<file path="src/source/arb_settings.svh">
// Memory arbiter sizes and constants
`ifndef ARB_SETTINGS_SVH
`define ARB_SETTINGS_SVH

// Requesters and payload widths
`define NUM_CORES 4
`define ADDR_W 32
`define DATA_W 32
`define CORE_ID_W 2

// Memory-port credits after reset
`define MEM_CREDITS 4
`define CREDIT_W 3

// Performance counter width
`define CNT_W 32

// Fixed per-core QoS levels, encoded as qos_level_e values
// Boot core highest, core 3 lowest
`define QOS_LEVEL_CORE0 2'd3
`define QOS_LEVEL_CORE1 2'd2
`define QOS_LEVEL_CORE2 2'd2
`define QOS_LEVEL_CORE3 2'd1

// System status word fields
`define STATUS_READY_BIT 0
`define STATUS_MODE_BIT 1
`define STATUS_HALT_BIT 4
`define STATUS_ACTIVE_BIT 5
`define STATUS_NCORES_LSB 8

`endif

</file>
<file path="src/source/credit_counter.sv">
// Memory-port credit counter
`timescale 1ns/1ps
`default_nettype none

`include "arb_settings.svh"

module credit_counter (
    input  logic clk_i,
    input  logic rst_ni,
    input  logic issue_i,
    input  logic credit_return_i,
    output logic credit_avail_o
);

    logic [`CREDIT_W-1:0] count_q;

    // Issue spends one, return gives one back
    // Both in one cycle leave the count as is
    always_ff @(posedge clk_i or negedge rst_ni) begin : proc_count_q
        if (!rst_ni) begin
            count_q <= `CREDIT_W'(`MEM_CREDITS);
        end else begin
            case ({issue_i, credit_return_i})
                2'b10:   count_q <= count_q - 1'b1;
                2'b01:   count_q <= count_q + 1'b1;
                default: count_q <= count_q;
            endcase
        end
    end

    // Returned credit usable from the next cycle
    assign credit_avail_o = (count_q != '0);

    // ----------------------------------------------------------------------
    // Checks
    // ----------------------------------------------------------------------
    // Memory never hands back more than it took
    a_count_bound: assert property (@(posedge clk_i) disable iff (!rst_ni)
        count_q <= `CREDIT_W'(`MEM_CREDITS));

    // Grant gating upstream must block issues with no credit
    a_no_issue_empty: assert property (@(posedge clk_i) disable iff (!rst_ni)
        !(issue_i && (count_q == '0)));

endmodule : credit_counter

`default_nettype wire

</file>
<file path="config.mk">
export PLATFORM = sky130hd
export DESIGN_NAME = credit_counter
export DESIGN_NICKNAME = d
export VERILOG_FILES = /design/src/source/credit_counter.sv
export VERILOG_INCLUDE_DIRS = /design/src /design/src/source
export SDC_FILE = /design/constraint.sdc
export NUM_CORES = 1
export LEC_CHECK = 0
export ABC_AREA = 1
export BUFFER_PORTS_ARGS = -buffer_cell sky130_fd_sc_hd__buf_4
export CORE_AREA = 2 2 39 41
export CTS_CLUSTER_DIAMETER = 200
export DETAILED_ROUTE_END_ITERATION = 10
export DIE_AREA = 0 0 41 43
export HOLD_SLACK_MARGIN = 0.08
export SETUP_SLACK_MARGIN = 0.2
export SYNTH_ARGS = -nofsm -noshare
export SYNTH_HDL_FRONTEND = slang
export SYNTH_SLANG_ARGS = --single-unit
</file>
<file path="constraint.sdc">
create_clock -name clk_i -period 1.23 [get_ports clk_i]
set_clock_uncertainty 0.2 [all_clocks]
set_input_delay 0.246 -clock clk_i [delete_from_list [all_inputs] [get_ports clk_i]]
set_output_delay 0.246 -clock clk_i [all_outputs]
set_load 0.05 [all_outputs]
</file>
==> impl_metrics.ini <==
[run_status]
status = finished, violations left
violations = setup timing

[sta]
relSlewSlack_pct = 89.27
rsz0062_at_grt = true
hold_viol = 0
slew_viol_final = 0
fin_crit_sh_pct = 117.1
worst_slack_ns = -0.2106
layout_min_cycle_time_ns = 1.441
setup_violations = 3
fmax_mhz = 694.2
worstMarginPinSlew_ns = 0.1609

[clock_network]
clock_latency_ns = 0.23
cts_buffer_depth = 2
cts_tree = yes
cts_inserted_buffers = 3
h-tree-depth = 1
clk_pin_slew_ns = 0.04
cts_root_buffer = clkbuf_4
clkSinkCount = 3

[route]
wl_met3_um = 4
routedLengthMet1_um = 157
drt_iter0_markers = 0
drtPass1Iterations = 1
wl_um = 366
wl_per_cell_um = 7.320
route.met2.wl_um = 204
highest_layer = met3
viasPerCell = 3.300
vias = 165
drtAntennaViolNets = 0
drc = 0

[setup_path]
criticalPathCategory = reg -> out
required_ns = 0.78
crit_arrival_ns = 0.99
reg2reg_to = count_q[1]
reg2reg_slack_ns = -0.13
r2r-start = count_q[0]
cp-start-kind = flip-flop
cp-end-kind = output port
rr_worst_depth = 3
cp_max_fo = 2

[layout]
top_register = count_q
n_antenna_cell = 0
utilization_pct = 24.05
multi_input_area_um2 = 116.4
biggestRegsByFlops = count_q: 3 flops
regArea_um2 = 76.32
largest_reg_flops = 3
drive_gt1_share_pct = 67.65
area_growth_pct = 80.95
finalInstanceArea_um2 = 332.8
nNetsFinal = 41
fillers = 151
final_cells = 50

[logic_synthesis]
synth-main-ff-cell = dfrtp_1
synth_commonest_cells = nand2_1, inv_1, dfrtp_1, inv_2
synth_cell_types = 12
ys_seq_elements = 3
synth-warning-count = 0
async_flop_share_pct = 100.0
synth-edff-count = 0
ys_seq_area_share_pct = 41.50
synth_nets = 28
mappedNetlistArea_um2 = 183.9
yosysTopAreaCell = dfrtp_1
synth.area.top_cells = dfrtp_1, dfstp_2, nand2_1
yosysMostFrequentCell = nand2_1
syn_inst = 22
syn_avg_cell_area_um2 = 8.360
synth_top_area_share_pct = 27.21

[global_route]
grt_pass1_wl_um = 696
track_usage_pct = 6.566
grt_pass1_vias = 197
grt_max_degree = 4
gr-total-overflow = 0
grt_antenna_before_repair = 0

[placed_design]
hpwl_um = 292.8
gp_congestion = 0.7170
placed_area_um2 = 279.0
io_buffers = 4
dp_cells = 45

[hold_path]
hp-class = in -> async

[floorplanning]
top_level_ports = 5
fp.dieArea_um2 = 1763
start_util_pct = 13.29
fp.dieW_um = 41
die_y_um = 43
fp.coreArea_um2 = 1384
placementRows = 14

[pwr]
vdd.ir_drop.worst_mv = 0.8133
power.internal_uw = 479.0
pwr-share-seq_pct = 27.4
p_leak_nw = 0.1558
power.clock.fraction_pct = 21.8
powerDensity_nw_per_um2 = 2341
swShare_pct = 38.51
combPwrFrac_pct = 50.8
switching_power_uw = 300.1

[flow_run]
drv_cap = 0
==> cell type report <==
cell class              instances  share of cell area (%)
well taps                      16                   6.015
clock buffers                   4                   7.895
flip-flops and latches          3                   22.93
multi-input cells              14                   34.96
repair buffers                  8                   21.05
inverters                       5                   7.143
==> cell families (layout without fill, tap and decap cells) <==
family	count (synthesis)	after routing	synth area share (%)
buffers and inverters	5	17	10.21
adder cells (fa/ha/maj)	2	2	17.69
AND/OR/NAND/NOR	11	11	25.85
flip-flops	3	3	41.50
XOR/XNOR	1	1	4.763
==> cell usage in the layout (no fill, tap or decap), types with 2 or more instances in the layout <==
cell type,Yosys,final
nand2_2,1,3
dfrtp_1,2,2
inv_4,0,2
inv_2,2,3
clkbuf_4,0,3
buf_4,0,6
nand2_1,7,5
==> worst max-delay path, cell delays in order (launching register included) <==
cell and delay (ns):
dfstp_2 0.53, inv_2 0.04, nand2_2 0.06, buf_8 0.14
==> through the flow <==
stage	power [mW]	TNS, ns	hold WS [ns]	setup slack, ns
2_1_floorplan	0.4245	-0.1536	-0.2496	-0.08108
3_3_place_gp	0.5435	-0.4945	-0.1641	-0.2416
3_5_place_dp	0.5529	-0.5242	-0.1646	-0.2582
4_1_cts	0.7798	-0.4253	0.1265	-0.2305
5_1_grt	0.8453	-0.5956	0.1541	-0.2477
6_report	0.7791	-0.4582	0.1382	-0.2106
==> routing by layer <==
metal | global-route usage [%] | up-vias
met5 | 0 | -
met4 | 8.000 | 0
met3 | 3.141 | 0
met2 | 8.125 | 3
met1 | 6.885 | 72
li1 | - | 90
==> how the worst max path moves through the flow <==
stage	start	endpoint	slack (ns)	depth (start not counted)
floorplan	count_q[0]	count_q[2]	-0.08	6
global placement	issue_i	count_q[2]	-0.24	10
detailed placement	issue_i	count_q[2]	-0.26	10
CTS	count_q[2]	credit_avail_o	-0.23	3
global route	count_q[2]	credit_avail_o	-0.25	3
finish	count_q[2]	credit_avail_o	-0.21	3
==> repair_timing <==
item                                    in CTS  in global routing
setup buffers                                0                  0
hold buffers                                 1                  0
gates resized for setup                      4                  3
endpoints found under the setup margin       3                  3
gates cloned                                 0                  0
hold endpoints to repair                     3                  0
pin swaps                                    3                  3
==> power groups by stage <==
| stage | clock network, mW | registers [mW] | logic, mW |
|---|---|---|---|
| 2_1_floorplan | 0 | 0.202 | 0.223 |
| 3_3_place_gp | 0 | 0.204 | 0.340 |
| 3_5_place_dp | 0 | 0.206 | 0.346 |
| 4_1_cts | 0.182 | 0.213 | 0.384 |
| 5_1_grt | 0.186 | 0.224 | 0.435 |
| 6_report | 0.170 | 0.213 | 0.396 |
(Power assumes the default switching activity.)
