--- config.mk ---
export PLATFORM = sky130hd
export DESIGN_NAME = perf_counters
export DESIGN_NICKNAME = d
export VERILOG_FILES = /design/src/source/arb_pkg.sv /design/src/source/perf_counters.sv
export VERILOG_INCLUDE_DIRS = /design/src /design/src/source
export SDC_FILE = /design/constraint.sdc
export NUM_CORES = 1
export LEC_CHECK = 0
export ABC_AREA = 1
export BUFFER_PORTS_ARGS = -buffer_cell sky130_fd_sc_hd__buf_2
export CORE_AREA = 2 2 166 87
export CTS_BUF_LIST = sky130_fd_sc_hd__clkbuf_4 sky130_fd_sc_hd__clkbuf_8 sky130_fd_sc_hd__clkbuf_16
export CTS_CLUSTER_SIZE = 25
export DETAILED_ROUTE_END_ITERATION = 12
export DIE_AREA = 0 0 168 89
export PLACE_DENSITY = 0.65
export SKIP_CTS_REPAIR_TIMING = 1
export SYNTH_ARGS = -nofsm -noshare
export SYNTH_HDL_FRONTEND = slang
export SYNTH_SLANG_ARGS = --single-unit
export TNS_END_PERCENT = 30
--- constraint.sdc ---
create_clock -name clk_i -period 2.4 [get_ports clk_i]
set_input_delay 0.24 -clock clk_i [delete_from_list [all_inputs] [get_ports clk_i]]
set_output_delay 0.24 -clock clk_i [all_outputs]
set_load 0.005 [all_outputs]
--- src/source/arb_settings.svh ---
// Memory arbiter sizes and constants
`ifndef ARB_SETTINGS_SVH
`define ARB_SETTINGS_SVH

// Requesters and payload widths
`define NUM_CORES 4
`define ADDR_W 32
`define DATA_W 32
`define CORE_ID_W 2

// Memory-port credits after reset
`define MEM_CREDITS 4
`define CREDIT_W 3

// Performance counter width
`define CNT_W 32

// Fixed per-core QoS levels, encoded as qos_level_e values
// Boot core highest, core 3 lowest
`define QOS_LEVEL_CORE0 2'd3
`define QOS_LEVEL_CORE1 2'd2
`define QOS_LEVEL_CORE2 2'd2
`define QOS_LEVEL_CORE3 2'd1

// System status word fields
`define STATUS_READY_BIT 0
`define STATUS_MODE_BIT 1
`define STATUS_HALT_BIT 4
`define STATUS_ACTIVE_BIT 5
`define STATUS_NCORES_LSB 8

`endif

--- src/source/arb_pkg.sv ---
// Memory arbiter types
`default_nettype none

package arb_pkg;

    // ----------------------------------------------------------------------
    // Control FSM states
    // ----------------------------------------------------------------------
    typedef enum logic [1:0] {
        ARB_IDLE    = 2'd0,
        ARB_ISSUE   = 2'd1,
        ARB_STARVED = 2'd2,
        ARB_HALTED  = 2'd3
    } arb_state_e;

    // Arbitration policy select
    typedef enum logic {
        ARB_ROUND_ROBIN  = 1'b0,
        ARB_QOS_PRIORITY = 1'b1
    } arb_mode_e;

    // QoS levels, larger value wins
    typedef enum logic [1:0] {
        QOS_LOW        = 2'd0,
        QOS_MEDIUM_LOW = 2'd1,
        QOS_MEDIUM     = 2'd2,
        QOS_HIGH       = 2'd3
    } qos_level_e;

endpackage : arb_pkg

`default_nettype wire

--- src/source/perf_counters.sv ---
// Arbiter performance counters
`timescale 1ns/1ps
`default_nettype none

`include "arb_settings.svh"

module perf_counters
    import arb_pkg::*;
(
    input  logic                  clk_i,
    input  logic                  rst_ni,
    input  logic                  issue_i,
    input  logic [`NUM_CORES-1:0] core_active_i,
    input  arb_state_e            state_i,
    output logic [`CNT_W-1:0]     total_grants_o,
    output logic [`CNT_W-1:0]     active_cycles_o,
    output logic [`CNT_W-1:0]     stall_cycles_o
);

    logic [`CNT_W-1:0] active_count;

    // Active cores this cycle
    always_comb begin : proc_active_count
        active_count = '0;
        for (int i = 0; i < `NUM_CORES; i++) begin
            active_count = active_count + `CNT_W'(core_active_i[i]);
        end
    end

    // ----------------------------------------------------------------------
    // Counters, one cycle behind their events
    // ----------------------------------------------------------------------
    always_ff @(posedge clk_i or negedge rst_ni) begin : proc_counters_q
        if (!rst_ni) begin
            total_grants_o  <= '0;
            active_cycles_o <= '0;
            stall_cycles_o  <= '0;
        end else begin
            if (issue_i) begin
                total_grants_o <= total_grants_o + 1'b1;
            end
            // Core-cycles, summed over all cores
            active_cycles_o <= active_cycles_o + active_count;
            // Demand present but no credit
            if (state_i == ARB_STARVED) begin
                stall_cycles_o <= stall_cycles_o + 1'b1;
            end
        end
    end

endmodule : perf_counters

`default_nettype wire

==> metrics <==
Slew Viols, Final 0; pin count of the biggest net entering global routing 38; nature of the critical path startpoint input port; Sequential Power Share 48.5%; vias in the first global route 4304; pwr dens 661 nW/um^2; power share of the combinational group 17.6%; R2R setup slack 370 ps; CP required 2620 ps; maximum clock frequency 454 MHz; Clk pwr share 34.0%; Crit. End Element flop; Psw 1.24 mW; Synth Cell Area 5250 sq um; Lkg Pwr 3.26 nW; post-layout util 47.7%; clk slew on worst S/H paths 70 ps; DR DRC count 0; num rows 30; Hold Path Class in -> reg; Arr. time, crit path 2430 ps; Layout area overhead 20.9%; Pint 2.95 mW; final hold violation count 0; worst reg2reg path depth 10; worst slack at placement -145 ps; Worst Slack Setup Final 196 ps; HP Start issue_i; via count 4496; CTS Buf Count 9; WHS 214 ps; Async SR Flop Fraction 100%; Switching Share 29.7%; status finished clean; Chip Height 89 um; core area 13300 sq um; Avg Vias per Cell 4.71; CTS tree done; Die Area 15000 sq um; synthesized area per cell 8.05 sq um; H-tree level count 3; drt total wl 12.3 mm; Net Count, Synth 668; Setup TNS 0 ps; synth warn 0; slew margin rel. 68.7%; CP Class in -> reg; CTS Root Cell clkbuf_16; 1st-iter DRT viols 224; most frequent cells in the layout 192 x nand2_1, 103 x buf_2, 96 x dfrtp_1; total of max-cap violations 0; Avg WL per Cell 12.9 um; VDD IR max 0.293 mV; Final #Nets 789; ANT nets after route 0; total power draw 4.20 mW; buffers added on ports 104; library cells used by synthesis 28; GRT Total Usage 17.4%; worst skew pair latency 340 ps; clk buf depth 2; clock tree sinks 96; setup violators final 0; post-synthesis cell count 653; first-pass GRT wire length 20.7 mm; reg2reg end active_cycles_o[20]$_DFF_PN0_; antenna violations before repair 0; total gr overflow 0; layout cell share with drive strength beyond 1 21.7%; hold-critical path depth 3; Die Width 168 um; WHS Endpoint total_grants_o[1]$_DFFE_PN0P_; Worst-Margin Slew 465 ps; unrepaired setup endpoints after global routing false; Worst Path Max Fanout 5; drt first pass iters 4; DP HPWL 9.59 mm; EDFF count, synth 0; top_reg_cell synth dfrtp_1; antenna diode count 0; Min Clock Period, post-route 2200 ps; Seq/Total Area, Yosys 45.7%; Ports 105; leading cell type in the layout, fill and taps excluded nand2_1; Final Wtd Congestion 0.871; starting density of the core 39.4%; flops & latches, synth 96; reg2reg start active_cycles_o[0]$_DFF_PN0_; fin crit share 91.8%; final clock skew 11.5 ps
[synth_stat cells (7+ instances only)]
library cell	instances	share of area, %
nor2_1	73	5.2
nand2_1	192	14
xor2_1	41	6.8
nor3_1	16	1.5
nand3b_1	11	1.6
nand3_1	40	3.8
inv_1	81	5.8
inv_2	7	0.50
nor2_2	15	1.8
nor2_4	9	1.9
xnor2_1	18	3.0
nand4_1	26	3.1
dfrtp_1	96	46
[worst max-delay path: stages]
cell	delay [ps]
buf_2	110
fa_1	530
inv_1	50
fa_1	360
inv_1	100
fa_1	200
and3_1	240
nand2_2	140
nor2_4	160
nand2_1	100
o21bai_1	130
nand2_1	60
[layout make-up]
| class | count | area [sq um] |
|---|---|---|
| timing repair buffer | 111 | 591 |
| clock buffer | 10 | 233 |
| tap | 176 | 220 |
| inverter | 88 | 330 |
| fill | 1312 | 6980 |
| multi-input combinational | 468 | 2510 |
| sequential | 96 | 2400 |
| clock inverter | 6 | 60.1 |
[per-layer routing]
| metal | vias to the layer above | global-route usage [%] | wire, um |
|---|---|---|---|
| li1 | 2283 | - | - |
| met1 | 2095 | 21.7 | 5720 |
| met2 | 105 | 31.0 | 5880 |
| met3 | 13 | 4.03 | 568 |
| met4 | 0 | 4.98 | 147 |
| met5 | - | 0 | 0 |
[power groups by stage]
stage	clock (mW)	combinational [mW]	sequential (mW)
5_1_grt	1.54	0.857	2.07
3_3_place_gp	0	0.726	2.06
4_1_cts	1.47	0.753	2.03
2_1_floorplan	0	0.412	2.05
3_5_place_dp	0	0.754	2.06
6_report	1.43	0.736	2.03
[state kept, by name (all words and copies together), names as in the netlist]
| signal | cells |
|---|---|
| stall_cycles_o | 32 |
| total_grants_o | 32 |
| active_cycles_o | 32 |
[stage by stage]
step | std cells | instance area [sq um]
6_report | 955 | 6350
5_1_grt | 955 | 6350
4_1_cts | 954 | 6340
3_5_place_dp | 938 | 6050
3_3_place_gp | 938 | 6050
2_1_floorplan | 653 | 5250
[cells by family (layout without fill, tap and decap cells)]
logic type / after synthesis / in the layout / share of synthesized area (%)
buf+inv: 89 / 215 / 6.43
fa+ha+maj: 6 / 6 / 1.86
simple gates: 397 / 397 / 35.5
flops: 96 / 96 / 45.7
compound gates: 6 / 6 / 0.667
xor+xnor: 59 / 59 / 9.84
[worst max-delay path by stage]
stage	from	to
global route	core_active_i[0]	active_cycles_o[20]$_DFF_PN0_
floorplan	core_active_i[0]	active_cycles_o[20]$_DFF_PN0_
global placement	core_active_i[0]	active_cycles_o[28]$_DFF_PN0_
detailed placement	core_active_i[0]	active_cycles_o[20]$_DFF_PN0_
finish	core_active_i[0]	active_cycles_o[20]$_DFF_PN0_
CTS	core_active_i[0]	active_cycles_o[20]$_DFF_PN0_
No activity file was read; power rests on OpenSTA's default activity.
